### src/source/spmv_pkg.sv
// SpMV shared definitions
package spmv_pkg;

    ////////////////////////////////////////
    // Sizes
    ////////////////////////////////////////
    localparam int max_dim_len = 64;            // Max rows and vector length
    localparam int dim_w       = 7;             // Holds 0..64
    localparam int nnz_w       = 16;
    localparam int addr_w      = 32;            // Word addresses
    localparam int data_w      = 32;
    localparam int cmd_w       = 64;            // Command payload
    localparam int fifo_depth  = 4;
    localparam int fifo_ptr_w  = $clog2(fifo_depth);

    // Command type, two bits
    typedef enum logic [1:0] {
        op_init,                                // Matrix base pointer
        op_ld_spm,                              // Nonzero and row counts
        op_ld_vec,                              // Vector pointer and length
        op_get_result                           // Start readback
    } spmv_op_t;

    ////////////////////////////////////////
    // Command payload views
    ////////////////////////////////////////
    typedef struct packed {
        logic [cmd_w-addr_w-1:0] rsvd;
        logic [addr_w-1:0]       base;
    } ptr_view_t;

    typedef struct packed {
        logic [cmd_w-nnz_w-dim_w-1:0] rsvd;
        logic [dim_w-1:0]             nr;       // Bits 22..16
        logic [nnz_w-1:0]             nnz;      // Bits 15..0
    } spm_view_t;

    typedef struct packed {
        logic [cmd_w-addr_w-dim_w-1:0] rsvd;
        logic [dim_w-1:0]              len;     // Bits 38..32
        logic [addr_w-1:0]             adr;
    } vec_view_t;

    // Same 64 bits, decoded by opcode
    typedef union packed {
        ptr_view_t ptr;
        spm_view_t spm;
        vec_view_t vec;
    } cmd_cfg_u;

    // Operation configuration
    typedef struct packed {
        logic [addr_w-1:0] base;                // Values array, cols and row lengths follow
        logic [nnz_w-1:0]  nnz;
        logic [dim_w-1:0]  nr;
        logic [addr_w-1:0] vec_ptr;
        logic [dim_w-1:0]  vec_len;
    } spmv_cfg_t;

    // Wishbone classic read side
    typedef struct packed {
        logic              cyc;
        logic              stb;
        logic [addr_w-1:0] adr;
    } wb_req_t;

    typedef struct packed {
        logic              ack;
        logic [data_w-1:0] dat;
    } wb_rsp_t;

    // One matrix element on its way to the accumulator
    typedef struct packed {
        logic [data_w-1:0] val;
        logic [dim_w-2:0]  col;
        logic              last;                // Final element of its row
    } spmv_elem_t;

    // Vector store write port
    typedef struct packed {
        logic              en;
        logic [dim_w-2:0]  idx;
        logic [data_w-1:0] dat;
    } vec_wr_t;

endpackage

### src/source/spmv_row_acc.sv
// SpMV row accumulator
`timescale 1ns/1ps

module spmv_row_acc (
    input  logic                          clk,
    input  logic                          rst_n,
    input  logic                          start,
    input  spmv_pkg::spmv_cfg_t           cfg,
    input  spmv_pkg::vec_wr_t             vec_wr,
    input  spmv_pkg::spmv_elem_t          head,
    input  logic                          head_valid,
    output logic                          head_ready,
    output logic                          rows_done,
    input  logic                          readback_en,
    output logic                          readback_done,
    output logic                          resp_val,
    input  logic                          resp_rdy,
    output logic [spmv_pkg::data_w-1:0]   resp_data
);
    import spmv_pkg::*;

    logic [data_w-1:0] vec_mem [max_dim_len];   // Dense vector
    logic [data_w-1:0] res_mem [max_dim_len];   // One result per row
    logic [data_w-1:0] acc;                     // Running row sum
    logic [data_w-1:0] prod, sum;
    logic [dim_w-1:0]  row_cnt;
    logic [dim_w-1:0]  rd_idx;
    logic              take;
    logic              resp_hsk;

    ////////////////////////////////////////
    // Multiply-accumulate
    ////////////////////////////////////////
    assign prod = head.val * vec_mem[head.col];  // Low 32 bits only
    assign sum  = acc + prod;

    assign rows_done  = (row_cnt == cfg.nr);
    assign head_ready = !rows_done;             // One element per cycle until done
    assign take       = head_valid && head_ready;

    always_ff @(posedge clk) begin
        if (vec_wr.en) vec_mem[vec_wr.idx] <= vec_wr.dat;
        if (take && head.last) res_mem[row_cnt[dim_w-2:0]] <= sum;
    end

    always_ff @(posedge clk) begin
        if (!rst_n || start) begin
            acc     <= '0;
            row_cnt <= '0;
        end else if (take) begin
            if (head.last) begin
                acc     <= '0;                  // Next row starts clean
                row_cnt <= row_cnt + 1'b1;
            end else begin
                acc     <= sum;
            end
        end
    end

    ////////////////////////////////////////
    // Result readback
    ////////////////////////////////////////
    assign resp_val  = readback_en && (rd_idx != cfg.nr);
    assign resp_data = res_mem[rd_idx[dim_w-2:0]]; // Holds while stalled
    assign resp_hsk  = resp_val && resp_rdy;
    // Final transfer, or nothing to return at all
    assign readback_done = readback_en &&
                           ((resp_hsk && (rd_idx + 1'b1 == cfg.nr)) || (rd_idx == cfg.nr));

    always_ff @(posedge clk) begin
        if (!rst_n || start) begin
            rd_idx <= '0;
        end else if (resp_hsk) begin
            rd_idx <= rd_idx + 1'b1;
        end
    end

endmodule

### config.mk
export PLATFORM = sky130hd
export DESIGN_NAME = spmv_row_acc
export DESIGN_NICKNAME = d
export VERILOG_FILES = /design/src/source/spmv_pkg.sv /design/src/source/spmv_row_acc.sv
export SDC_FILE = /design/constraint.sdc
export NUM_CORES = 2
export LEC_CHECK = 0
export BUFFER_PORTS_ARGS = -buffer_cell sky130_fd_sc_hd__buf_4
export CAP_MARGIN = 20
export CORE_ASPECT_RATIO = 1.4
export CORE_UTILIZATION = 68
export CTS_CLUSTER_SIZE = 16
export DETAILED_ROUTE_END_ITERATION = 12
export PLACE_DENSITY_LB_ADDON = 0.15
export REMOVE_ABC_BUFFERS = 1
export SETUP_SLACK_MARGIN = 0.15
export SYNTH_ARGS = -nofsm -noshare
export SYNTH_HDL_FRONTEND = slang
export SYNTH_SLANG_ARGS = --single-unit
### constraint.sdc
create_clock -name clk -period 32.4 [get_ports clk]
set_input_delay 3.24 -clock clk [delete_from_list [all_inputs] [get_ports clk]]
set_output_delay 3.24 -clock clk [all_outputs]
set_load 0.02 [all_outputs]
==> flow_metrics.tcl <==
set metrics [dict create \
    dieArea_um2 259000 \
    dp_slack_ps 14920 \
    num_rows 220 \
    syn-instance-count 8354 \
    drv_cap 0 \
    dr_total_vias 88900 \
    yosysWarnings 0 \
    required_ps 32990 \
    cts_sinks 4148 \
    final_common_cell "edfxtp_1" \
    ant_nets 0 \
    path_clk_slew_ps 60 \
    final_util_pct 75.4 \
    period_needed_ps 16640 \
    wl_per_cell_um 38.4 \
    start_kind "primary input" \
    worstSkewPairLatency_ps 920 \
    finalHoldViolCount 0 \
    routabilityCongestion 0.913 \
    setup_viol 0 \
    outcome "complete, no violations" \
    hold_buffers 0 \
    cp_max_fo 65 \
    cts_tree "built" \
    crit_arrival_ps 17230 \
    fmax_mhz 60.1 \
    ctsResizeCount 0 \
    synthFlopType "edfxtp_1" \
    worstSetupEndpointType "flip-flop" \
    drt_first_pass_iters 7 \
    drc 0 \
    rsz0062_at_grt "no" \
    htreeDepth 5 \
    crit_family "adder cells" \
    final_net_count 9435 \
    clock_skew_ps 66.8 \
    grt_pass1_vias 93000 \
    slowest_delay_ps 870 \
    syn_area_um2 175000 \
    drive_above_1_share_pct 26.5 \
    clockBufferDepth 4 \
    slew_viol_final 0 \
    critPathKind "primary input to flip-flop" \
    start_util_pct 68.3 \
    routed_wirelength_um 478000 \
    synth_edf_count 4096 \
    worst_path_most_repeated_cell "fa_1" \
    drt_iter0_markers 11100 \
    rrSetupSlack_ps 20770 \
    antenna_found_initial 35 \
    setup_slack_ps 15760 \
    fin_crit_sh_pct 51.4 \
    worst_slew_pin_slew_ps 1160 \
    critical-path-slowest-cell "mux4_2" \
    core_um2 256000 \
    setup-tns-final_ps 0 \
    hpwl_um 266000 \
    die_y_um 602 \
    die_width_um 431 \
    ys_seq_elements 4148 \
    syn_area_per_cell_um2 20.9 \
    cts_setup_buffers 0 \
    relSlewSlack_pct 22.5 \
    critPathBufInv 10 \
    grt_pass1_wl_um 671000 \
    final_cell_mix "edfxtp_1, mux4_2, inv_1" \
    grt_usage_pct 37.5 \
    portBuffers 126 \
    min_path_type "flip-flop to flip-flop" \
    boundaryPins 214 \
    grt_overflow 0 \
    synthArstFlopShare_pct 0 \
    areaGrowthSynthToFinish_pct 10.5 \
    synth_cell_types 66 \
    ys_seq_area_share_pct 70.9 \
    cts.root.buffer_cell "clkbuf_16" \
    cts_buffers 370 \
    vias_per_cell 7.15 \
    grt_start_max_net_pins 97 \
]
-- cell type report --
class / instances / area (µm²)
flip-flops and latches: 4148 / 124000
multi-input cells: 3227 / 48100
repair buffers: 388 / 3050
inverters: 558 / 2100
clock buffers: 461 / 9870
diodes: 23 / 57.6
clock inverters: 198 / 1790
well taps: 3441 / 4310
fillers: 13300 / 63000
-- synth_stat cells (all sizes together) (26+ instances only) --
cell type  number  share of area, %
buf           209              0.73
and2          174              0.62
o21ai          39              0.11
nand2         345              0.74
nor2b          41              0.15
mux4         1260                16
edfxtp       4096                70
a21oi          74              0.22
dfxtp          52              0.60
nor3           49              0.14
inv           558               1.2
xnor2          77              0.39
xor2           33              0.17
fa            438               5.0
nor2          252              0.54
mux2i          75              0.43
ha            126              0.90
a22oi          30              0.13
clkbuf        212              0.45
nand3          26             0.074
-- per-stage QoR --
step	std cells	hold slack (ps)	instance area (µm²)
6_report	12400	470	193000
2_1_floorplan	7933	432	173000
5_1_grt	12400	501	193000
3_3_place_gp	11800	448	181000
4_1_cts	12400	469	193000
3_5_place_dp	11800	458	181000
-- cell families (layout without fill, tap and decap cells) --
logic type      count (synthesis)  in the layout  synth area share, %
fa+ha+maj                     564            564                 5.91
compound gates                239            239                0.890
xor+xnor                      113            113                0.594
flops                        4148           4148                 70.9
simple gates                  952            952                 2.51
buf+inv                       979           1605                 2.38
mux                          1359           1359                 16.8
other cells                     0             23                    0
-- registers in the layout (all words and copies together) (netlist names), named ones only --
| signal | count |
|---|---|
| res_mem | 2048 |
| vec_mem | 2048 |
| acc | 32 |
| rd_idx | 7 |
| row_cnt | 7 |
-- worst register-to-register path, delay by kind of cell, from the launching register on --
kind                     cells  cell delay [ps]
adder cells (fa/ha/maj)      9             4180
flip-flops                   1              400
AND/OR/NAND/NOR              6             1120
multiplexers                 2              970
XOR/XNOR                     1              150
buffers and inverters        6              980
AO/OA/AOI/OAI                8             3430
-- worst paths after layout --
check	endpoint	cells past startpoint	startpoint
max	res_mem[1][31]$_DFFE_PP_	34	head[1]
min	acc[6]$_SDFFE_PP0P_	2	acc[6]$_SDFFE_PP0P_
max reg2reg	res_mem[1][31]$_DFFE_PP_	32	vec_mem[5][2]$_DFFE_PP_
min reg2reg	acc[6]$_SDFFE_PP0P_	2	acc[6]$_SDFFE_PP0P_
-- per-layer routing --
metal,global-route usage (%),share of wire [%]
met5,0,0.034
met4,24.0,7.7
met2,64.3,52
met3,6.82,9.6
met1,43.8,31
Power is not shown: default switching activity piles up to over one toggle a cycle in this logic, so the estimate is an artifact.
