**config.mk**
```make
export PLATFORM = sky130hd
export DESIGN_NAME = spmv_mem_fetch
export DESIGN_NICKNAME = d
export VERILOG_FILES = /design/src/source/spmv_pkg.sv /design/src/source/spmv_mem_fetch.sv
export SDC_FILE = /design/constraint.sdc
export NUM_CORES = 1
export LEC_CHECK = 0
export BUFFER_PORTS_ARGS = -buffer_cell sky130_fd_sc_hd__buf_2
export CORE_UTILIZATION = 51
export CTS_CLUSTER_DIAMETER = 80
export DETAILED_ROUTE_END_ITERATION = 16
export PLACE_DENSITY_LB_ADDON = 0.12
export SLEW_MARGIN = 20
export SYNTH_ARGS = -nofsm -noshare
export SYNTH_HDL_FRONTEND = slang
export SYNTH_SLANG_ARGS = --single-unit
```
**constraint.sdc**
```tcl
create_clock -name clk -period 3.35 [get_ports clk]
set_input_delay 0.1675 -clock clk [delete_from_list [all_inputs] [get_ports clk]]
set_output_delay 0.1675 -clock clk [all_outputs]
set_load 0.05 [all_outputs]
```
**src/source/spmv_pkg.sv**
```systemverilog
// SpMV shared definitions
package spmv_pkg;

    ////////////////////////////////////////
    // Sizes
    ////////////////////////////////////////
    localparam int max_dim_len = 64;            // Max rows and vector length
    localparam int dim_w       = 7;             // Holds 0..64
    localparam int nnz_w       = 16;
    localparam int addr_w      = 32;            // Word addresses
    localparam int data_w      = 32;
    localparam int cmd_w       = 64;            // Command payload
    localparam int fifo_depth  = 4;
    localparam int fifo_ptr_w  = $clog2(fifo_depth);

    // Command type, two bits
    typedef enum logic [1:0] {
        op_init,                                // Matrix base pointer
        op_ld_spm,                              // Nonzero and row counts
        op_ld_vec,                              // Vector pointer and length
        op_get_result                           // Start readback
    } spmv_op_t;

    ////////////////////////////////////////
    // Command payload views
    ////////////////////////////////////////
    typedef struct packed {
        logic [cmd_w-addr_w-1:0] rsvd;
        logic [addr_w-1:0]       base;
    } ptr_view_t;

    typedef struct packed {
        logic [cmd_w-nnz_w-dim_w-1:0] rsvd;
        logic [dim_w-1:0]             nr;       // Bits 22..16
        logic [nnz_w-1:0]             nnz;      // Bits 15..0
    } spm_view_t;

    typedef struct packed {
        logic [cmd_w-addr_w-dim_w-1:0] rsvd;
        logic [dim_w-1:0]              len;     // Bits 38..32
        logic [addr_w-1:0]             adr;
    } vec_view_t;

    // Same 64 bits, decoded by opcode
    typedef union packed {
        ptr_view_t ptr;
        spm_view_t spm;
        vec_view_t vec;
    } cmd_cfg_u;

    // Operation configuration
    typedef struct packed {
        logic [addr_w-1:0] base;                // Values array, cols and row lengths follow
        logic [nnz_w-1:0]  nnz;
        logic [dim_w-1:0]  nr;
        logic [addr_w-1:0] vec_ptr;
        logic [dim_w-1:0]  vec_len;
    } spmv_cfg_t;

    // Wishbone classic read side
    typedef struct packed {
        logic              cyc;
        logic              stb;
        logic [addr_w-1:0] adr;
    } wb_req_t;

    typedef struct packed {
        logic              ack;
        logic [data_w-1:0] dat;
    } wb_rsp_t;

    // One matrix element on its way to the accumulator
    typedef struct packed {
        logic [data_w-1:0] val;
        logic [dim_w-2:0]  col;
        logic              last;                // Final element of its row
    } spmv_elem_t;

    // Vector store write port
    typedef struct packed {
        logic              en;
        logic [dim_w-2:0]  idx;
        logic [data_w-1:0] dat;
    } vec_wr_t;

endpackage

```
**src/source/spmv_mem_fetch.sv**
```systemverilog
// SpMV memory fetch
`timescale 1ns/1ps

module spmv_mem_fetch (
    input  logic                 clk,
    input  logic                 rst_n,
    input  logic                 start,
    input  logic                 prefetch_en,
    input  logic                 fetch_en,
    input  spmv_pkg::spmv_cfg_t  cfg,
    output spmv_pkg::wb_req_t    wb_req,
    input  spmv_pkg::wb_rsp_t    wb_rsp,
    output spmv_pkg::vec_wr_t    vec_wr,
    output logic                 prefetch_done,
    output spmv_pkg::spmv_elem_t elem,
    output logic                 elem_valid,
    input  logic                 elem_ready
);
    import spmv_pkg::*;

    typedef enum logic [2:0] {
        f_idle,
        f_vec,                                  // Vector word reads
        f_vdone,                                // Prefetch done pulse
        f_wait,                                 // Between rows
        f_len,                                  // Row length read
        f_val,                                  // Element value read
        f_col,                                  // Column index read
        f_push                                  // Element offered to the FIFO
    } fstate_t;

    fstate_t           state;
    logic [dim_w-1:0]  vec_idx;
    logic [dim_w-1:0]  row_idx;
    logic [nnz_w-1:0]  elem_idx;                // Running element index over all rows
    logic [nnz_w-1:0]  row_rem;                 // Elements left in this row
    logic [data_w-1:0] val_q;
    logic [addr_w-1:0] rd_adr;
    logic              bus_state;
    logic              ack;

    assign bus_state = (state == f_vec) || (state == f_len) ||
                       (state == f_val) || (state == f_col);
    assign ack       = wb_req.cyc && wb_rsp.ack;

    ////////////////////////////////////////
    // Bus address select
    ////////////////////////////////////////
    always_comb begin
        case (state)
            f_vec:   rd_adr = cfg.vec_ptr + addr_w'(vec_idx);
            f_len:   rd_adr = cfg.base + addr_w'({cfg.nnz, 1'b0}) + addr_w'(row_idx);
            f_val:   rd_adr = cfg.base + addr_w'(elem_idx);
            default: rd_adr = cfg.base + addr_w'(cfg.nnz) + addr_w'(elem_idx); // Cols
        endcase
    end

    // Vector word goes straight into the store
    assign vec_wr        = '{en: (state == f_vec) && ack, idx: vec_idx[dim_w-2:0],
                             dat: wb_rsp.dat};
    assign prefetch_done = (state == f_vdone);
    assign elem_valid    = (state == f_push);

    always_ff @(posedge clk) begin
        if (!rst_n || start) begin
            state    <= f_idle;
            wb_req   <= '0;
            vec_idx  <= '0;
            row_idx  <= '0;
            elem_idx <= '0;
            row_rem  <= '0;
        end else begin
            // One read at a time, idle cycle after every ack
            if (bus_state && !wb_req.cyc) begin
                wb_req <= '{cyc: 1'b1, stb: 1'b1, adr: rd_adr};
            end else if (ack) begin
                wb_req.cyc <= 1'b0;
                wb_req.stb <= 1'b0;
            end

            case (state)
                f_idle: begin
                    if (prefetch_en) state <= (cfg.vec_len == '0) ? f_vdone : f_vec;
                end
                f_vec: begin
                    if (ack) begin
                        vec_idx <= vec_idx + 1'b1;
                        if (vec_idx + 1'b1 == cfg.vec_len) state <= f_vdone;
                    end
                end
                f_vdone: state <= f_wait;
                f_wait: begin
                    if (fetch_en && (row_idx != cfg.nr)) state <= f_len; // Rows left
                end
                f_len: begin
                    if (ack) begin
                        row_rem <= wb_rsp.dat[nnz_w-1:0];
                        // Empty row pushes a single zero element
                        state   <= (wb_rsp.dat[nnz_w-1:0] == '0) ? f_push : f_val;
                    end
                end
                f_val: if (ack) state <= f_col;
                f_col: begin
                    if (ack) begin
                        elem_idx <= elem_idx + 1'b1;
                        row_rem  <= row_rem - 1'b1;
                        state    <= f_push;
                    end
                end
                f_push: begin
                    if (elem_ready) begin
                        if (elem.last) begin
                            row_idx <= row_idx + 1'b1;
                            state   <= f_wait;
                        end else begin
                            state   <= f_val;
                        end
                    end
                end
                default: state <= f_idle;
            endcase
        end
    end

    // Element payload
    always_ff @(posedge clk) begin
        if ((state == f_val) && ack) val_q <= wb_rsp.dat;
        if ((state == f_len) && ack) elem <= '{val: '0, col: '0, last: 1'b1};
        if ((state == f_col) && ack) begin
            elem <= '{val: val_q, col: wb_rsp.dat[dim_w-2:0], last: (row_rem == 1)};
        end
    end

endmodule

```
==> key figures <==
GRT
  • Largest net degree at the start of global routing: 47
  • GRT Util Overall: 32.2%
  • GRT overflow: 0
  • Vias in the first global route: 10722
  • First-pass GRT wire length: 59500 µm
  • Initial antenna violation count: 2

Power and ir drop
  • Leakage Power: 6.31 nW
  • Share of power burned in registers: 37.3%
  • Gate power share: 24.7%
  • Worst-case vdd ir drop: 0.000325 V
  • Sw power: 1.86 mW
  • P_int: 3.45 mW
  • Switching portion of total power: 35.1%
  • PD cells: 371 mW/mm²
  • Tot Pwr: 5.31 mW
  • Clock network power share: 38.0%

Placed design
  • Gpl congestion: 0.944
  • Final HPWL DP: 28700 µm
  • Placed insts: 1845
  • Input/output buffers: 246
  • Pre-CTS WS: -0.115 ns

Routing
  • Vias: 11657
  • Initial drt markers: 1130
  • DR pass1 iterations: 6
  • Drt wl/cell: 20.4 µm
  • M1 WL: 17900 µm
  • Max layer used: met5
  • Post-DRT Antenna Nets: 0
  • Via-per-instance ratio: 6.09
  • DRC violations left: 0
  • Routed met3 length: 3340 µm
  • DR WL met2: 16800 µm
  • Post-Route WL: 39000 µm

STA
  • Slew Limit Fails: 0
  • Actual slew at the worst max-slew pin: 0.827 ns
  • Peak Freq: 305 MHz
  • Skew final: 0.0207 ns
  • Final WS setup: 0.0681 ns
  • Setup TNS: 0 ns
  • Final hold slack: 0.0232 ns
  • Max-slew headroom: 44.2%
  • RSZ-0062 raised after global routing: true
  • Final count of hold timing violations: 0
  • Tcrit/Tclk final: 98.0%
  • Final setup viols: 0
  • Min Tclk post-route: 3.28 ns

Synth
  • Flops & latches, synth: 153
  • Post-synth top cells: 115 x nand2_1, 104 x nor2_1, 94 x a21oi_1, 89 x o21ai_0, 82 x dfxtp_1
  • Mapped cell area: 0.0118 mm²
  • Synthesis Warnings: 0
  • Post-synth EDFFs: 71
  • Mapped Nets: 1591
  • Cells after Synth: 1360
  • Top-area cell type share of the netlist area: 18.0%
  • Cell with the most instances after synthesis: nand2_1
  • Synthesized area per cell: 8.69 µm²
  • FFs w/ async S/R, synth: 0%
  • Dominant cell type by area after synthesis: edfxtp_1
  • Synth Flop Type: dfxtp_1
  • Register area share after synthesis: 31.9%
  • Cell variety after synth: 73
  • Area contributors post-synth: edfxtp_1 18%, dfxtp_1 14%, ha_1 7.6%, fa_1 4.4%, xnor2_1 4.4%

Hold path
  • Hold WC Path Type: input pin to flip-flop
  • Min-delay src: wb_rsp[0]
  • Hold Path End: val_q[0]
  • Cells on Worst Hold Path: 1

CTS
  • Clk_lat worst skew: 0.44 ns
  • Clock transition at path regs: 0.08 ns
  • Root Buffer: clkbuf_16
  • CTS Buf Count: 17
  • Clock Sinks: 153
  • CTS tree: yes
  • Max H-tree Level: 4
  • CTS max path bufs: 2

Setup path
  • CP Max Fanout: 4
  • Buf/Inv on CP: 3
  • CP top delay family: compound AO/OA/AOI/OAI gates
  • Worst-path cell chain: fa_1 > ha_2 > inv_2 > fa_2 > nand2b_4 > a21oi_4 > o211ai_1 > a311oi_1 > buf_4 > buf_4 > o21ai_0 > xnor2_1 > a221oi_2 > a21oi_1
  • Critical Path AT: 3.61 ns
  • Critical Path Max Stage Delay: 0.51 ns
  • Crit Path Category: flip-flop to flip-flop
  • CP required: 3.68 ns
  • R2r setup slk: 0.07 ns
  • Worst r2r path cells: 14
  • Reg-to-reg endpoint: wb_req[25]
  • Crit-path slowest cell: fa_1
  • CP Launch Type: flip-flop
  • Crit. Startpoint: row_idx[1]
  • Critical R2R Launch: row_idx[1]
  • Crit. End Element: flip-flop
  • Most frequent CP cell: buf_4

Finish
  • Final net count: 1846
  • Non-filler cells, final: 1914
  • Share of cells above drive strength 1: 22.9%
  • Area Overhead vs Synth: 21.1%

Floorplanning
  • Core Area: 0.0227 mm²
  • Die H: 154 µm
  • Row Count: 55
  • Boundary Pins: 247
  • Die area: 0.0238 mm²
  • Starting Density: 52.1%
  • Die W: 154 µm

Run status
  • Status: completed

Job
  • Maxcap violations: 0
per-layer routing:
metal  vias to the layer above  GRT usage [%]
li1                       5546              -
met1                      5510           45.8
met2                       537           48.9
met3                        62           7.12
met4                         2           9.67
met5                         -              0
placed cells by master (no fill, tap or decap), types with 12 or more instances in the layout:
cell type      netlist  routed
a31oi_1             25      25
ha_1                72      70
buf_4               40      62
nand3_1             41      41
dfxtp_1             82      80
a21oi_1             94      93
clkbuf_16            0      17
o211ai_1            19      19
o21ai_0             89      86
nor2b_1             12      12
xnor2_1             59      58
nand4_1             21      21
nand2_1            115     115
fa_1                26      25
a211oi_1            15      14
buf_2                0     247
dlygate4sd3_1        0      31
inv_1               37      35
a21o_1              26      26
nor4_1              24      24
and3_1              56      56
o21a_1              12      12
xor2_1              55      55
edfxtp_1            71      71
nor3_1              32      32
nor2_1             104     102
power groups by stage:
stage               combinational [mW]  clock, mW  sequential [mW]
global route                      1.41       2.10             1.98
finish                            1.31       2.02             1.98
CTS                               1.27       2.02             1.98
detailed placement                1.23          0             2.02
global placement                  1.23          0             2.02
floorplan                        0.782          0             2.08
sequential cells by signal, summed over array words and instances, names as in the netlist:
register,flops
elem,39
wb_req,33
val_q,32
elem_idx,16
row_rem,16
row_idx,7
vec_idx,7
state,3
timing repair:
action                                  in CTS  in global routing
hold buffers                                31                  0
pin swaps                                    0                 17
gates cloned                                 0                  1
buffers inserted                             0                  5
endpoints found under the setup margin       2                 12
hold endpoints to repair                    31                  0
resized for setup                            1                 23
through the flow:
stage	util, %	area, µm²
after detailed placement	58.5	13300
after global placement	58.5	13300
after floorplan	-	11800
final	63.0	14300
after global routing	63.0	14300
after CTS	62.6	14200
kinds of logic after synthesis:
| group | Yosys count | share of synthesized area, % |
|---|---|---|
| multiplexers | 13 | 1.12 |
| buffers and inverters | 142 | 6.23 |
| AO/OA/AOI/OAI | 387 | 21.3 |
| adder cells (fa/ha/maj) | 98 | 12.0 |
| AND/OR/NAND/NOR | 453 | 19.0 |
| XOR/XNOR | 114 | 8.44 |
| flip-flops | 153 | 31.9 |
worst register-to-register path, cell delays in order, from the launching register on:
cell and delay, ns:
dfxtp_2 0.33, fa_1 0.51, ha_2 0.19, inv_2 0.04
fa_2 0.37, nand2b_4 0.16, a21oi_4 0.16, o211ai_1 0.14
a311oi_1 0.35, buf_4 0.19, buf_4 0.13, o21ai_0 0.11
xnor2_1 0.19, a221oi_2 0.22, a21oi_1 0.09
cell type report:
class                      instances  area (µm²)
fill                            2021        8390
clock inverter                    15         175
multi-input combinational       1065        7410
tap                              285         357
inverter                          37         139
timing repair buffer             341        2030
antenna                            1        2.50
clock buffer                      17         425
sequential                       153        3780
worst max-delay path by stage:
stage                             to  slack, ns  cells past startpoint
after CTS                 wb_req[19]       0.02                     14
after global placement    wb_req[27]      -0.02                     14
after floorplan           wb_req[27]      0.009                     14
after detailed placement  wb_req[27]      -0.12                     14
after global routing      wb_req[23]      -0.06                     14
final                     wb_req[25]       0.07                     14
Power figures use the tool's default switching activity.
