**src/source/spmv_pkg.sv**
```systemverilog
// SpMV shared definitions
package spmv_pkg;

    ////////////////////////////////////////
    // Sizes
    ////////////////////////////////////////
    localparam int max_dim_len = 64;            // Max rows and vector length
    localparam int dim_w       = 7;             // Holds 0..64
    localparam int nnz_w       = 16;
    localparam int addr_w      = 32;            // Word addresses
    localparam int data_w      = 32;
    localparam int cmd_w       = 64;            // Command payload
    localparam int fifo_depth  = 4;
    localparam int fifo_ptr_w  = $clog2(fifo_depth);

    // Command type, two bits
    typedef enum logic [1:0] {
        op_init,                                // Matrix base pointer
        op_ld_spm,                              // Nonzero and row counts
        op_ld_vec,                              // Vector pointer and length
        op_get_result                           // Start readback
    } spmv_op_t;

    ////////////////////////////////////////
    // Command payload views
    ////////////////////////////////////////
    typedef struct packed {
        logic [cmd_w-addr_w-1:0] rsvd;
        logic [addr_w-1:0]       base;
    } ptr_view_t;

    typedef struct packed {
        logic [cmd_w-nnz_w-dim_w-1:0] rsvd;
        logic [dim_w-1:0]             nr;       // Bits 22..16
        logic [nnz_w-1:0]             nnz;      // Bits 15..0
    } spm_view_t;

    typedef struct packed {
        logic [cmd_w-addr_w-dim_w-1:0] rsvd;
        logic [dim_w-1:0]              len;     // Bits 38..32
        logic [addr_w-1:0]             adr;
    } vec_view_t;

    // Same 64 bits, decoded by opcode
    typedef union packed {
        ptr_view_t ptr;
        spm_view_t spm;
        vec_view_t vec;
    } cmd_cfg_u;

    // Operation configuration
    typedef struct packed {
        logic [addr_w-1:0] base;                // Values array, cols and row lengths follow
        logic [nnz_w-1:0]  nnz;
        logic [dim_w-1:0]  nr;
        logic [addr_w-1:0] vec_ptr;
        logic [dim_w-1:0]  vec_len;
    } spmv_cfg_t;

    // Wishbone classic read side
    typedef struct packed {
        logic              cyc;
        logic              stb;
        logic [addr_w-1:0] adr;
    } wb_req_t;

    typedef struct packed {
        logic              ack;
        logic [data_w-1:0] dat;
    } wb_rsp_t;

    // One matrix element on its way to the accumulator
    typedef struct packed {
        logic [data_w-1:0] val;
        logic [dim_w-2:0]  col;
        logic              last;                // Final element of its row
    } spmv_elem_t;

    // Vector store write port
    typedef struct packed {
        logic              en;
        logic [dim_w-2:0]  idx;
        logic [data_w-1:0] dat;
    } vec_wr_t;

endpackage

```
**src/source/spmv_elem_fifo.sv**
```systemverilog
// SpMV element FIFO
`timescale 1ns/1ps

module spmv_elem_fifo (
    input  logic                 clk,
    input  logic                 rst_n,
    input  logic                 flush,
    input  spmv_pkg::spmv_elem_t in_elem,
    input  logic                 in_valid,
    output logic                 in_ready,
    output spmv_pkg::spmv_elem_t out_elem,
    output logic                 out_valid,
    input  logic                 out_ready
);
    import spmv_pkg::*;

    spmv_elem_t          mem [fifo_depth];      // Circular storage
    logic [fifo_ptr_w-1:0] wr_ptr, rd_ptr;      // Wrap on their own
    logic [fifo_ptr_w:0]   count;
    logic                  wr, rd;

    assign out_valid = (count != '0);
    assign out_elem  = mem[rd_ptr];
    // Full still takes a write when the head leaves this cycle
    assign in_ready  = (count != fifo_depth) || out_ready;

    assign wr = in_valid && in_ready;
    assign rd = out_valid && out_ready;

    always_ff @(posedge clk) begin
        if (!rst_n || flush) begin
            wr_ptr <= '0;
            rd_ptr <= '0;
            count  <= '0;
        end else begin
            if (wr) wr_ptr <= wr_ptr + 1'b1;
            if (rd) rd_ptr <= rd_ptr + 1'b1;
            if (wr && !rd) count <= count + 1'b1;
            else if (rd && !wr) count <= count - 1'b1;
        end
    end

    always_ff @(posedge clk) begin
        if (wr) mem[wr_ptr] <= in_elem;
    end

endmodule

```
**config.mk**
```make
export PLATFORM = sky130hd
export DESIGN_NAME = spmv_elem_fifo
export DESIGN_NICKNAME = d
export VERILOG_FILES = /design/src/source/spmv_pkg.sv /design/src/source/spmv_elem_fifo.sv
export SDC_FILE = /design/constraint.sdc
export NUM_CORES = 1
export LEC_CHECK = 0
export BUFFER_PORTS_ARGS = -buffer_cell sky130_fd_sc_hd__buf_2
export CORE_MARGIN = 2
export CORE_UTILIZATION = 56
export CTS_CLUSTER_SIZE = 12
export DETAILED_ROUTE_END_ITERATION = 8
export PLACE_DENSITY = 0.79
export SETUP_SLACK_MARGIN = 0.3
export SYNTH_ARGS = -nofsm -noshare
export SYNTH_HDL_FRONTEND = slang
export SYNTH_SLANG_ARGS = --single-unit
export TNS_END_PERCENT = 50
```
**constraint.sdc**
```tcl
create_clock -name clk -period 2.53 [get_ports clk]
set_input_delay 0.253 -clock clk [delete_from_list [all_inputs] [get_ports clk]]
set_output_delay 0.253 -clock clk [all_outputs]
set_load 0.1 [all_outputs]
```
==> impl_metrics.json, run 1 <==
{
  "pre_cts_ws_ps": 316,
  "synthDistinctLibCells": 29,
  "rsz0062_at_grt": "yes",
  "synth.ff_latch_count": 165,
  "drive_above_1_share": 0.434,
  "start_util": 0.567,
  "hold_violations": 0,
  "syn_nets": 302,
  "fin_setup_tns_ps": 0,
  "synth_area_leaders": "edfxtp_1, mux4_2, dfxtp_1",
  "ctsLongestPathBuffers": 2,
  "placedInstanceArea_sq_um": 6680,
  "cts_buffers": 17,
  "clkLatencyLatePin_ps": 520,
  "viasPerCell": 5.52,
  "worstPathRequired_ps": 2280,
  "synth-simple-area-share": 0.0172,
  "syn_area_per_cell_sq_um": 24.2,
  "antenna_found_initial": 0,
  "yosys.area.top_type_share": 0.769,
  "synthArstFlopShare": 0,
  "layout.cells.most_common_list": "edfxtp_1, buf_2, mux4_2, dlygate4sd3_1, buf_6",
  "r2r_end": "count[2]",
  "crit_type": "reg2out",
  "final_common_cell": "edfxtp_1",
  "syn_to_final_growth_pct": 30.8,
  "cts-root-buf": "clkbuf_8",
  "synth-edff-count": 156,
  "synth_top_family_by_area": "multiplexers",
  "min-delay-path-class": "in2reg",
  "grt_pass1_vias": 3124,
  "status": "completed",
  "period_minus_slack_ps": 2200,
  "rrSetupSlack_ps": 380,
  "start_kind": "register",
  "end_kind": "primary output",
  "fin_nets": 440,
  "post_synth_inst_count": 252,
  "ant_nets": 0,
  "fmax_ghz": 0.455,
  "drcViolationCount": 0,
  "h-tree-depth": 4,
  "synth_fa_ha_area_frac": 0.0136,
  "std_cell_rows": 38,
  "power_density_nw_per_um2": 832,
  "critPathMaxFanout": 9,
  "synth_xor_area_frac": 0.00575,
  "cts_tree": "yes",
  "netlist_area_sq_um": 6090,
  "dr.pass1.iters": 4,
  "slew_viol_final": 0,
  "p_leak_nw": 2.75,
  "cp.arrival_ps": 1950,
  "fin_skew_ps": 7.76,
  "synth_compound_area_frac": 0.00862,
  "setup_ws_ps": 330,
  "final_cell_area_sq_um": 7970,
  "routed_wl_um": 11300,
  "avgRoutedWirePerCell_um": 20.8,
  "yosysSeqAreaShare": 0.798,
  "slew_headroom": 0.301,
  "io_pins": 85,
  "io_buffers": 84,
  "die_x_um": 108,
  "clkTransAtPathRegs_ps": 60,
  "post-dp-hpwl_um": 5720,
  "first_iter_violations": 180,
  "overflow": 0,
  "track_usage": 0.202,
  "synthMuxAreaShare": 0.146,
  "yosysTopAreaCell": "edfxtp_1",
  "grt_pass1_wl_um": 16600,
  "hold-path-endpoint": "wr_ptr[1]",
  "cap_viol_max_count": 0,
  "antenna_cells": 0,
  "die_area_sq_um": 11700,
  "min_from": "flush",
  "fin_crit_sh": 0.870,
  "clock_sinks": 165,
  "gp_congestion": 0.704,
  "rr_startpoint": "count[0]",
  "synth_ff_type": "edfxtp_1",
  "hold_depth": 4,
  "num_vias": 2997,
  "worst_pin_slew_ps": 1050,
  "r2r_cells": 8,
  "fp.coreArea_sq_um": 10700,
  "die_h_um": 108,
  "final-setup-viol-count": 0,
  "grt_max_degree": 40,
  "ir_drop_v": 0.000614,
  "yosys_warnings": 0
}
==> what timing repair did <==
action                                  4_1_cts  5_1_grt
resized for setup                            55       16
pin swaps                                     0        1
hold buffers                                 39        0
endpoints found under the setup margin       40       26
buffers inserted                              0        1
hold endpoints to repair                    156        0
cloned                                        2        1
==> report_power, final <==
group | switching, mW | internal (mW)
Sequential | 0.0305 | 3.07
Clock | 1.06 | 1.53
Combinational | 0.650 | 0.285
==> worst max path at each step <==
| stage | startpoint | to | slack (ps) | cells past startpoint |
|---|---|---|---|---|
| 2_1_floorplan | count[1] | count[2] | 300 | 9 |
| 3_3_place_gp | count[1] | count[2] | 390 | 8 |
| 3_5_place_dp | count[1] | count[2] | 320 | 8 |
| 4_1_cts | register | out_elem[33] | 280 | 3 |
| 5_1_grt | register | out_elem[34] | 270 | 3 |
| 6_report | register | out_elem[31] | 330 | 3 |
==> area by class of cell <==
| class | count | area [sq um] |
|---|---|---|
| multi-input combinational | 74 | 1170 |
| fill | 658 | 2780 |
| sequential | 165 | 4870 |
| clock inverter | 15 | 190 |
| timing repair buffer | 129 | 1130 |
| tap | 140 | 175 |
| inverter | 3 | 11.3 |
| clock buffer | 17 | 414 |
==> worst max-delay path: stages, from the launching register on <==
cell       delay, ps
dfxtp_4          450
clkbuf_16        220
mux4_2           510
buf_4            250
==> per-stage QoR <==
stage               hold WS (ps)  cells  power [mW]   util
floorplan                    352    252        3.80      -
global placement             463    468        3.94  0.622
detailed placement           471    468        3.95  0.622
CTS                         42.3    541        6.64  0.733
global route                63.0    543        6.83  0.742
finish                      76.8    543        6.63  0.742
==> cell usage after synthesis (2+ instances only) <==
master,instances
edfxtp_1,156
clkbuf_1,3
mux4_2,39
nor2_1,5
inv_1,3
ha_1,5
dfxtp_1,9
xor2_1,4
buf_2,4
a21oi_1,2
and3_2,4
==> registers in the layout (all words and copies together), names as in the netlist, named ones only <==
| name | flops |
|---|---|
| count | 3 |
| mem | 156 |
| rd_ptr | 2 |
| wr_ptr | 2 |
==> cell families (layout without fill, tap and decap cells) <==
group / count (synthesis) / after routing
xor+xnor: 4 / 4
mux: 40 / 40
fa+ha+maj: 6 / 6
compound gates: 7 / 7
flops: 165 / 165
buf+inv: 13 / 164
simple gates: 17 / 17
==> metal layers <==
layer	vias up	routed length (um)	global-route usage
met5	-	0	0
met4	0	121	0.0632
met3	13	669	0.0597
met2	99	5780	0.316
met1	1541	4700	0.280
li1	1344	-	-
No activity file was read; power rests on OpenSTA's default activity.
==> inputs of run 2 (changes only) <==
Settings changed: ABC_AREA from default to 1, CORE_UTILIZATION 56 to 57, PLACE_DENSITY 0.79 to 0.8.
==> run 2 against run 1 <==
- combinational power increased by 7%
- critical path depth up 2
- total power is 0.45% lower
- sequential share of layout area decreased by 0.95 points
- final cell count up 36%
- register-to-register slack improved by 180 ps
- setup slack got worse by 0.54 ps
- first-iteration DRC count rose to 2.6 times the previous value
- non-clock buffer count increased by 14
- synthesized cell count rose by 79%
- cell area up 1.5%
- via count grew 38%
- critical path type unchanged
- largest power group unchanged
==> impl_metrics.json, run 2 <==
{
  "first_iter_violations": 476,
  "dr.pass1.iters": 5,
  "syn_to_final_growth_pct": 28.7,
  "largest_reg_flops": 156,
  "synth_most_common_cell": "edfxtp_1",
  "max_stage_delay_ps": 410,
  "cts_buffers": 17,
  "grt_max_degree": 43,
  "placedInstanceArea_sq_um": 6900,
  "min-delay-path-class": "in2reg",
  "std_cell_rows": 38,
  "hold_depth": 3,
  "ctsLongestPathBuffers": 2,
  "crit_type": "reg2out",
  "grt_pass1_vias": 4012,
  "crit_chain": "inv_6 -> buf_12 -> o21ai_0 -> o22ai_1 -> buf_4",
  "slew_headroom": 0.677,
  "fin_nets": 637,
  "synthDistinctLibCells": 21,
  "drive_above_1_share": 0.238,
  "fp.coreArea_sq_um": 10800,
  "grt_pass1_wl_um": 20000,
  "slew_viol_final": 0,
  "syn_nets": 500,
  "start_kind": "register",
  "fin_skew_ps": 8.73,
  "io_buffers": 84,
  "yosysSeqAreaShare": 0.774,
  "path_buf_inv": 3,
  "num_vias": 4136,
  "yosys_warnings": 0,
  "critPathTopFamily": "buffers and inverters",
  "clkTransAtPathRegs_ps": 70,
  "die_area_sq_um": 11900,
  "regMostFlops": "mem",
  "post_synth_inst_count": 450,
  "antenna_cells": 0,
  "top_regs": "mem: 156 flops, count: 3 flops",
  "worst-path-stages": 5,
  "ys_top_cells_by_count": "edfxtp_1, nor2_1, o21ai_0",
  "p_leak_nw": 2.96,
  "synth-edff-count": 156,
  "post-dp-hpwl_um": 7450,
  "clock_sinks": 165,
  "drcViolationCount": 0,
  "routed_wl_um": 13300,
  "syn_area_per_cell_sq_um": 14.0,
  "r2r_cells": 12,
  "h-tree-depth": 4,
  "netlist_area_sq_um": 6280,
  "synthArstFlopShare": 0,
  "fin_crit_sh": 0.870,
  "final_cell_area_sq_um": 8090,
  "crit_slowest_cell": "dfxtp_4",
  "cp.arrival_ps": 1950,
  "ant_nets": 0,
  "die_h_um": 109,
  "worstPathRequired_ps": 2280,
  "end_kind": "primary output",
  "antenna_found_initial": 0,
  "yosysTopAreaCell": "edfxtp_1",
  "synth.ff_latch_count": 165,
  "avgRoutedWirePerCell_um": 18.0,
  "power_density_nw_per_um2": 816,
  "gp_congestion": 0.753,
  "cap_viol_max_count": 0,
  "overflow": 0,
  "fin_setup_tns_ps": 0,
  "synth_ff_type": "edfxtp_1",
  "track_usage": 0.232,
  "period_minus_slack_ps": 2200,
  "cts-root-buf": "clkbuf_8",
  "ir_drop_v": 0.000451,
  "status": "completed",
  "fmax_ghz": 0.454,
  "final-setup-viol-count": 0,
  "rsz0062_at_grt": "yes",
  "synth_area_leaders": "edfxtp_1, o21ai_0, nor2_1",
  "cts_tree": "yes",
  "critPathMaxFanout": 42,
  "final_common_cell": "edfxtp_1",
  "io_pins": 85,
  "die_x_um": 109,
  "clkLatencyLatePin_ps": 520,
  "start_util": 0.582,
  "hold_violations": 0,
  "viasPerCell": 5.59,
  "yosys.area.top_type_share": 0.745,
  "layout.cells.most_common_list": "edfxtp_1, nor2_1, o21ai_0",
  "worst_pin_slew_ps": 487
}
==> run 2: cell families (layout without fill, tap and decap cells) <==
| group | Yosys count | after routing | share of synthesized area |
|---|---|---|---|
| flops | 165 | 165 | 0.774 |
| compound gates | 123 | 123 | 0.106 |
| simple gates | 112 | 112 | 0.0679 |
| buf+inv | 43 | 193 | 0.0378 |
| fa+ha+maj | 6 | 6 | 0.0131 |
| xor+xnor | 1 | 1 | 0.00139 |
==> run 2: layout make-up <==
class	instances	area, sq um
tap	140	175
fill	653	2700
clock inverter	10	123
clock buffer	22	463
inverter	18	75.1
sequential	165	4870
timing repair buffer	143	1150
multi-input combinational	242	1230
==> run 2: timing repair <==
action / 4_1_cts / 5_1_grt
hold buffers: 40 / 0
resized for setup: 42 / 23
buffers inserted: 1 / 2
pin swaps: 0 / 2
setup endpoints to repair: 39 / 34
hold endpoints to repair: 157 / 0
==> run 2: where the power goes <==
group          switching [mW]  internal [mW]  leakage (nW)
clock                   0.996           1.49         0.278
combinational           0.762          0.242          1.17
sequential             0.0278           3.08          1.51
total                    1.79           4.81          2.96
==> run 2: worst min-delay path, stage by stage <==
cell and delay (ps):
buf_2 130, a21oi_1 70, nor2_1 80
==> run 2: metrics by stage <==
step           setup slack [ps]  power [mW]  utilization  cells  hold slack, ps
4_1_cts                     229        6.59        0.742    738            32.9
6_report                    329        6.60        0.750    740            59.7
3_5_place_dp                460        4.05        0.640    665             469
3_3_place_gp                550        4.03        0.640    665             464
2_1_floorplan              23.4        3.87            -    450             352
5_1_grt                     279        6.78        0.750    740            36.6
==> run 2: path summary, 6_finish.rpt <==
| path | slack (ps) | start | endpoint |
|---|---|---|---|
| worst min-delay path | 60 | in_valid | wr_ptr[1] |
| worst min register to register | 510 | count[1] | count[1] |
| worst max register to register | 560 | count[1] | count[2] |
| worst max-delay path | 330 | register | out_elem[2] |
==> run 2: layer usage <==
metal,GRT usage,share of wire,vias to the layer above
li1,-,-,1932
met1,0.291,0.41,2028
met2,0.383,0.52,152
met3,0.0610,0.051,24
met4,0.0980,0.016,0
met5,0,0,-
