$ cat config.mk
export PLATFORM = sky130hd
export DESIGN_NAME = spmv_cmd_ctrl
export DESIGN_NICKNAME = d
export VERILOG_FILES = /design/src/source/spmv_pkg.sv /design/src/source/spmv_cmd_ctrl.sv
export SDC_FILE = /design/constraint.sdc
export NUM_CORES = 1
export LEC_CHECK = 0
export ABC_CLOCK_PERIOD_IN_PS = 2500
export BUFFER_PORTS_ARGS = -buffer_cell sky130_fd_sc_hd__buf_2
export CAP_MARGIN = 20
export CORE_MARGIN = 3
export CORE_UTILIZATION = 44
export DETAILED_ROUTE_END_ITERATION = 16
export GPL_TIMING_DRIVEN = 0
export PLACE_DENSITY = 0.79
export SYNTH_ARGS = -nofsm -noshare
export SYNTH_HDL_FRONTEND = slang
export SYNTH_SLANG_ARGS = --single-unit
$ cat constraint.sdc
create_clock -name clk -period 2.5 [get_ports clk]
set_input_delay 0.5 -clock clk [delete_from_list [all_inputs] [get_ports clk]]
set_output_delay 0.5 -clock clk [all_outputs]
set_load 0.03 [all_outputs]
$ cat src/source/spmv_pkg.sv
// SpMV shared definitions
package spmv_pkg;

    ////////////////////////////////////////
    // Sizes
    ////////////////////////////////////////
    localparam int max_dim_len = 64;            // Max rows and vector length
    localparam int dim_w       = 7;             // Holds 0..64
    localparam int nnz_w       = 16;
    localparam int addr_w      = 32;            // Word addresses
    localparam int data_w      = 32;
    localparam int cmd_w       = 64;            // Command payload
    localparam int fifo_depth  = 4;
    localparam int fifo_ptr_w  = $clog2(fifo_depth);

    // Command type, two bits
    typedef enum logic [1:0] {
        op_init,                                // Matrix base pointer
        op_ld_spm,                              // Nonzero and row counts
        op_ld_vec,                              // Vector pointer and length
        op_get_result                           // Start readback
    } spmv_op_t;

    ////////////////////////////////////////
    // Command payload views
    ////////////////////////////////////////
    typedef struct packed {
        logic [cmd_w-addr_w-1:0] rsvd;
        logic [addr_w-1:0]       base;
    } ptr_view_t;

    typedef struct packed {
        logic [cmd_w-nnz_w-dim_w-1:0] rsvd;
        logic [dim_w-1:0]             nr;       // Bits 22..16
        logic [nnz_w-1:0]             nnz;      // Bits 15..0
    } spm_view_t;

    typedef struct packed {
        logic [cmd_w-addr_w-dim_w-1:0] rsvd;
        logic [dim_w-1:0]              len;     // Bits 38..32
        logic [addr_w-1:0]             adr;
    } vec_view_t;

    // Same 64 bits, decoded by opcode
    typedef union packed {
        ptr_view_t ptr;
        spm_view_t spm;
        vec_view_t vec;
    } cmd_cfg_u;

    // Operation configuration
    typedef struct packed {
        logic [addr_w-1:0] base;                // Values array, cols and row lengths follow
        logic [nnz_w-1:0]  nnz;
        logic [dim_w-1:0]  nr;
        logic [addr_w-1:0] vec_ptr;
        logic [dim_w-1:0]  vec_len;
    } spmv_cfg_t;

    // Wishbone classic read side
    typedef struct packed {
        logic              cyc;
        logic              stb;
        logic [addr_w-1:0] adr;
    } wb_req_t;

    typedef struct packed {
        logic              ack;
        logic [data_w-1:0] dat;
    } wb_rsp_t;

    // One matrix element on its way to the accumulator
    typedef struct packed {
        logic [data_w-1:0] val;
        logic [dim_w-2:0]  col;
        logic              last;                // Final element of its row
    } spmv_elem_t;

    // Vector store write port
    typedef struct packed {
        logic              en;
        logic [dim_w-2:0]  idx;
        logic [data_w-1:0] dat;
    } vec_wr_t;

endpackage

$ cat src/source/spmv_cmd_ctrl.sv
// SpMV command controller
`timescale 1ns/1ps

module spmv_cmd_ctrl (
    input  logic                clk,
    input  logic                rst_n,
    input  logic                cmd_val,
    input  spmv_pkg::spmv_op_t  cmd_op,
    input  spmv_pkg::cmd_cfg_u  cmd_cfg,
    output logic                busy,           // Acts as command not-ready
    output spmv_pkg::spmv_cfg_t cfg,
    output logic                start,          // One cycle, on INIT
    output logic                prefetch_en,
    output logic                fetch_en,
    input  logic                prefetch_done,
    input  logic                rows_done,
    output logic                readback_en,
    input  logic                readback_done
);
    import spmv_pkg::*;

    typedef enum logic [2:0] {
        st_idle,
        st_init,                                // Waiting for both LD commands
        st_prefetch,                            // Dense vector load
        st_compute,                             // Matrix streaming
        st_finished,                            // Results ready
        st_readback
    } state_t;

    state_t state;
    logic   seen_spm, seen_vec;                 // LD commands received since INIT
    logic   cmd_hsk;
    logic   ld_ok;

    assign cmd_hsk = cmd_val && !busy;
    assign ld_ok   = cmd_hsk && (state == st_init); // LD only counts after INIT
    // INIT is taken in every non-busy state
    assign start   = cmd_hsk && (cmd_op == op_init);

    // Phase enables straight from the state
    assign busy        = (state == st_prefetch) || (state == st_compute) ||
                         (state == st_readback);
    assign prefetch_en = (state == st_prefetch);
    assign fetch_en    = (state == st_compute);
    assign readback_en = (state == st_readback);

    ////////////////////////////////////////
    // Operation state machine
    ////////////////////////////////////////
    always_ff @(posedge clk) begin
        if (!rst_n) begin
            state    <= st_idle;
            seen_spm <= 1'b0;
            seen_vec <= 1'b0;
        end else begin
            case (state)
                st_idle:     if (start) state <= st_init;
                st_init:     if (seen_spm && seen_vec && !start) state <= st_prefetch;
                st_prefetch: if (prefetch_done) state <= st_compute;
                st_compute:  if (rows_done) state <= st_finished;
                st_finished: begin
                    if (start) begin
                        state <= st_init;       // Restart with a new matrix
                    end else if (cmd_hsk && (cmd_op == op_get_result)) begin
                        state <= st_readback;
                    end
                end
                st_readback: if (readback_done) state <= st_idle;
                default:     state <= st_idle;
            endcase

            // Seen flags, either order
            if (start) begin
                seen_spm <= 1'b0;
                seen_vec <= 1'b0;
            end else if (ld_ok) begin
                if (cmd_op == op_ld_spm) seen_spm <= 1'b1;
                if (cmd_op == op_ld_vec) seen_vec <= 1'b1;
            end
        end
    end

    ////////////////////////////////////////
    // Configuration registers
    ////////////////////////////////////////
    always_ff @(posedge clk) begin
        if (start) cfg.base <= cmd_cfg.ptr.base;
        if (ld_ok && (cmd_op == op_ld_spm)) begin
            cfg.nnz <= cmd_cfg.spm.nnz;
            cfg.nr  <= cmd_cfg.spm.nr;
        end
        if (ld_ok && (cmd_op == op_ld_vec)) begin
            cfg.vec_ptr <= cmd_cfg.vec.adr;
            cfg.vec_len <= cmd_cfg.vec.len;
        end
    end

endmodule

==> impl_metrics.json, run 1 <==
{
  "worstHoldPathType": "in2reg",
  "critPathLaunchType": "register",
  "grt_pass1_vias": 2004,
  "crit_type": "reg2reg",
  "final_hold_viol_count": 0,
  "crit_path_top_delay_cell": "and4b_2",
  "routed-via-count": 1884,
  "initial_utilization_pct": 46.1,
  "leakage_nw": 1.70,
  "cts_tree": "done",
  "worst-path-buf-inv": 2,
  "max_stage_delay_ns": 0.67,
  "cts.clk_slew.worst_paths_ns": 0.11,
  "holdPathStages": 1,
  "synth.cell_area_um2": 3180,
  "fmax_ghz": 0.489,
  "dp.cells": 382,
  "hpwlAfterDp_mm": 4.97,
  "path_cells": "buf_6, nor3b_1, and4b_2, buf_16",
  "path_depth": 4,
  "ir_worst_vdd_mv": 0.389,
  "core_um2": 6910,
  "first_iter_violations": 79,
  "viasPerCell": 4.72,
  "skew_ns": 0.0168,
  "routabilityCongestion": 0.777,
  "cp.arrival_ns": 2.11,
  "wl_per_cell_um": 16.9,
  "required_ns": 2.56,
  "total_power_mw": 2.95,
  "drive_gt1_share_pct": 57.1,
  "pin_count": 171,
  "cts.sinks": 99,
  "root_buffer": "clkbuf_8",
  "crit_path_end": "cfg[34]",
  "cap_viol_max_count": 0,
  "crit_fanout": 22,
  "die_x_um": 91.0,
  "antenna_cells": 0,
  "antenna_found_initial": 0,
  "r2r_end": "cfg[34]",
  "min-delay-start": "cmd_cfg[32]",
  "rsz0062_at_grt": "no",
  "slew_headroom_pct": 59.8,
  "rr_worst_depth": 4,
  "num_rows": 30,
  "post-route-min-period_ns": 2.05,
  "reg2reg_slack_ns": 0.45,
  "synth-seq-cells": 99,
  "grt_max_degree": 23,
  "stdcell_count": 399,
  "cp_top_family": "simple AND/OR/NAND/NOR gates",
  "cts_buffers": 9,
  "slew_viol_final": 0,
  "postCtsHoldBufs": 0,
  "synth_area_per_cell_um2": 23.0,
  "yosysWarnings": 0,
  "dieArea_um2": 8280,
  "tightest_slew_ns": 0.602,
  "synthCells": 138,
  "r2r-start": "state[0]",
  "cp-startpoint": "state[0]",
  "synthDistinctLibCells": 25,
  "clkLatencyLatePin_ns": 0.36,
  "status": "finished clean",
  "drcViolationCount": 0,
  "ant_nets": 0,
  "syn_nets": 210,
  "powerDensity_nw_per_um2": 686,
  "dr.pass1.iters": 4,
  "setup_violations": 0,
  "ys_seq_area_share_pct": 91.9,
  "cts_buffer_depth": 2,
  "nNetsFinal": 370,
  "die_h_um": 91.0,
  "fin_crit_sh_pct": 81.9,
  "port-buffer-count": 145,
  "grt_util_all_layers_pct": 16.6,
  "syn_to_final_growth_pct": 35.0,
  "grt_remaining_overflow": 0,
  "end_kind": "register",
  "grt_pass1_wl_mm": 10.4,
  "totalWireLength_mm": 6.74,
  "cts_max_level": 3
}
flip-flops by register name, indices dropped and copies added, names as in the netlist:
register	count
cfg	94
state	3
seen_spm	1
seen_vec	1
cells by family after synthesis:
family / synth area share [%]
AND/OR/NAND/NOR: 4.41
multiplexers: 0.354
flip-flops: 91.9
XOR/XNOR: 0.275
AO/OA/AOI/OAI: 2.36
buffers and inverters: 0.708
per-stage QoR:
stage | cell area (um2) | hold slack [ns] | setup slack, ns | utilization (%) | setup TNS [ns]
floorplan | 3180 | 0.469 | 0.215 | - | 0
global placement | 4030 | 0.480 | -0.654 | 58.3 | -18.29
detailed placement | 4100 | 0.486 | -0.142 | 59.3 | -0.142
CTS | 4290 | 0.297 | 0.420 | 62.2 | 0
global route | 4290 | 0.283 | 0.287 | 62.2 | 0
finish | 4290 | 0.310 | 0.453 | 62.2 | 0
Yosys cell counts:
library cell | count | area (um2)
edfxtp_1 | 94 | 2820
dfxtp_1 | 5 | 100
nor2_1 | 5 | 18.8
nand2_1 | 4 | 15.0
a21oi_1 | 3 | 15.0
inv_1 | 3 | 11.3
nor3b_1 | 3 | 22.5
and4b_1 | 2 | 20.0
nand3_1 | 2 | 10.0
nor3_1 | 2 | 10.0
a211oi_1 | 1 | 7.51
a21boi_0 | 1 | 7.51
a21oi_2 | 1 | 8.76
a31o_1 | 1 | 8.76
and3b_2 | 1 | 10.0
buf_6 | 1 | 11.3
mux2_2 | 1 | 11.3
nand2b_1 | 1 | 6.26
nand3b_1 | 1 | 7.51
nor2b_1 | 1 | 6.26
o211ai_2 | 1 | 12.5
o22a_1 | 1 | 8.76
o22ai_1 | 1 | 6.26
or4b_4 | 1 | 13.8
xnor2_1 | 1 | 8.76
how the worst min path moves through the flow:
stage                          end  slack [ns]
after floorplan           seen_vec        0.47
after global placement    seen_vec        0.48
after detailed placement  seen_spm        0.49
after CTS                   cfg[1]        0.30
after global routing        cfg[1]        0.28
final                       cfg[0]        0.31
worst reg2reg max path, stage by stage, from the launching register on:
cell and delay [ns]:
dfxtp_1 0.37, buf_6 0.15, nor3b_1 0.31, and4b_2 0.67
buf_16 0.24
report_power, final:
group          switching (mW)  internal [mW]  total, mW
combinational           0.111         0.0596      0.171
sequential            0.00724           1.84       1.85
clock                   0.550          0.375      0.925
total                   0.669           2.28       2.95
cell usage in the layout, fill, tap and decap left out:
cell	synthesis	layout
a211oi_1	1	1
a21boi_0	1	1
a21oi_1	3	3
a21oi_2	1	1
a31o_1	1	1
and3b_2	1	1
and4b_1	2	1
and4b_2	0	1
buf_16	0	2
buf_2	0	145
buf_4	0	1
buf_6	1	1
buf_8	0	1
clkbuf_8	0	9
clkinv_4	0	2
clkinvlp_4	0	4
dfxtp_1	5	5
edfxtp_1	94	94
inv_1	3	2
inv_6	0	1
inv_8	0	1
mux2_2	1	1
nand2_1	4	4
nand2b_1	1	1
nand3_1	2	2
nand3b_1	1	1
nor2_1	5	5
nor2b_1	1	1
nor3_1	2	2
nor3b_1	3	3
o211ai_2	1	1
o22a_1	1	1
o22ai_1	1	1
or4b_4	1	1
xnor2_1	1	1
repair_timing:
action	in CTS	in global routing
buffers inserted	1	0
hold endpoints to repair	0	0
setup endpoints to repair	1	0
resized for setup	1	0
metal layers:
layer	up-vias	share of wire (%)	track usage (%)
met1	904	38	18.6
met3	6	9.5	6.55
met4	0	0.53	5.40
met5	-	0	0
li1	864	-	-
met2	110	52	28.8
cell type report:
cell class	instances	area [um2]
inverters	3	15.0
plain buffers	1	11.3
multi-input cells	35	236
fillers	555	2610
repair buffers	149	803
clock buffers	9	124
clock inverters	7	60.1
well taps	96	120
flip-flops and latches	99	2920
(Power assumes the default switching activity.)
==> run 2: changes to the inputs <==
- ABC_CLOCK_PERIOD_IN_PS: 2500 -> 2050
- clock period: 2.5 -> 2.05 ns (I/O delays scaled with it)
==> run 2 against run 1 <==
Wire length is 2.0% higher. Sequential power is 22% higher. Worst hold slack worse by 0.077 ns. Non-clock buffer count fell by 2. Sequential share of layout area down 0.070 points. Flip-flop and latch count unchanged. Clock-buffer cell count grew 1. Die area did not move. Largest cell class unchanged.
==> impl_metrics.json, run 2 (synthesis results as in run 1) <==
{
  "ff_latch_area_um2": 2920,
  "cts_tree": "done",
  "stdcell_count": 399,
  "rsz0062_at_grt": "no",
  "crit_type": "reg2out",
  "syn_to_final_growth_pct": 35.2,
  "min_to": "cfg[4]",
  "setup_violations": 0,
  "grt_remaining_overflow": 0,
  "final_hold_viol_count": 0,
  "grt_util_all_layers_pct": 15.8,
  "antenna_cells": 0,
  "routabilityCongestion": 0.765,
  "place_ws_ns": -0.438,
  "wl_per_cell_um": 17.2,
  "num_rows": 30,
  "critPathLaunchType": "register",
  "postCtsHoldBufs": 0,
  "met1_length_mm": 2.80,
  "min-delay-start": "cmd_cfg[36]",
  "clkLatencyLatePin_ns": 0.35,
  "cp.arrival_ns": 1.55,
  "routed-via-count": 1892,
  "leakage_nw": 1.71,
  "cts_buffers": 9,
  "antenna_found_initial": 0,
  "cts_max_level": 3,
  "worstHoldPathType": "in2reg",
  "initial_utilization_pct": 46.1,
  "crit_fanout": 7,
  "layout_common_cells": "145 x buf_2, 94 x edfxtp_1, 9 x clkbuf_8",
  "r2r_end": "cfg[13]",
  "crit_path_top_delay_cell": "dfxtp_1",
  "drive_gt1_share_pct": 58.4,
  "setup_ws_ns": 0.0878,
  "multiInputGateArea_um2": 267,
  "reg_top3": "cfg: 94 flops, state: 3 flops",
  "nNetsFinal": 370,
  "viasPerCell": 4.74,
  "wl_met3_um": 657,
  "powerDensity_nw_per_um2": 850,
  "reg2reg_slack_ns": 0.11,
  "top_layer_used": "met4",
  "totalWireLength_mm": 6.88,
  "required_ns": 1.64,
  "skew_ns": 0.00885,
  "dieArea_um2": 8280,
  "rr_worst_depth": 3,
  "end_kind": "primary output",
  "slew_viol_final": 0,
  "die_h_um": 91.0,
  "slew_headroom_pct": 60.7,
  "root_buffer": "clkbuf_8",
  "ant_nets": 0,
  "fin_crit_sh_pct": 95.7,
  "tightest_slew_ns": 0.590,
  "cts_buffer_depth": 2,
  "port-buffer-count": 145,
  "grt_max_degree": 41,
  "ir_worst_vdd_mv": 0.351,
  "largest_reg_flops": 94,
  "fmax_ghz": 0.510,
  "pin_count": 171,
  "regMostFlops": "cfg",
  "wl_met2_mm": 3.29,
  "dp.cells": 380,
  "fillers": 534,
  "fin_tns_setup_ns": 0,
  "cts.sinks": 99,
  "whs_ns": 0.233,
  "drcViolationCount": 0,
  "cap_viol_max_count": 0,
  "grt_pass1_wl_mm": 9.99,
  "status": "finished clean",
  "post-route-min-period_ns": 1.96,
  "grt_pass1_vias": 1919,
  "path_cells": "nand3b_1, nand3_2, clkinvlp_4, buf_2",
  "die_x_um": 91.0,
  "max_stage_delay_ns": 0.47,
  "core_um2": 6910,
  "first_iter_violations": 74,
  "cts.clk_slew.worst_paths_ns": 0.09,
  "dr.pass1.iters": 4,
  "final_common_cell": "buf_2",
  "r2r-start": "state[0]",
  "holdPathStages": 1
}
-- run 2: cell types whose count changed in the layout (fill, tap and decap cells not counted), sizes merged --
cell | previous run | this run
clkinv | 2 | 5
clkbuf | 9 | 10
bufinv | 0 | 1
buf | 150 | 148
clkinvlp | 4 | 2
and4b | 2 | 3
inv | 4 | 2
-- run 2: per-layer routing --
| layer | up-vias | global-route usage [%] |
|---|---|---|
| li1 | 865 | - |
| met5 | - | 0 |
| met1 | 903 | 18.3 |
| met2 | 114 | 26.9 |
| met3 | 10 | 5.55 |
| met4 | 0 | 6.03 |
-- run 2: where the power goes --
group	internal (mW)	total, mW	switching, mW
Sequential	2.25	2.26	0.00819
Clock	0.567	1.19	0.621
Combinational	0.0697	0.210	0.140
Total	2.88	3.65	0.769
-- run 2: worst max-delay path, delay by kind of cell, from the launching register on --
family | cells | cell delay, ns
buf+inv | 2 | 0.31
simple gates | 2 | 0.43
flops | 1 | 0.47
-- run 2: through the flow --
stage	total power, mW	cell area, um2	util [%]
final	3.65	4300	62.2
after global routing	3.78	4300	62.2
after global placement	2.49	4030	58.4
after floorplan	2.40	3190	-
after CTS	3.67	4270	61.8
after detailed placement	2.50	4060	58.8
-- run 2: timing repair --
action	in CTS	in global routing
setup buffers	1	0
setup endpoints to repair	54	41
gates resized for setup	3	4
gates cloned	1	1
pin swaps	0	1
-- run 2: final cells by class --
class,count,share of cell area [%]
plain buffers,1,0.262
clock buffers,10,2.97
clock inverters,6,1.54
inverters,3,0.349
multi-input cells,36,6.20
flip-flops and latches,99,68.0
well taps,96,2.79
repair buffers,147,17.7
repair inverters,1,0.175
-- run 2: how the worst max path moves through the flow --
stage              start      end  slack [ns]  cells past startpoint
6_report        state[1]    start        0.09                      4
5_1_grt         state[1]    start       0.007                      4
4_1_cts         state[2]    start       0.004                      4
3_5_place_dp   cmd_op[1]    start       -0.44                      5
3_3_place_gp   cmd_op[1]    start       -0.43                      5
2_1_floorplan   state[0]  cfg[39]        0.24                      3
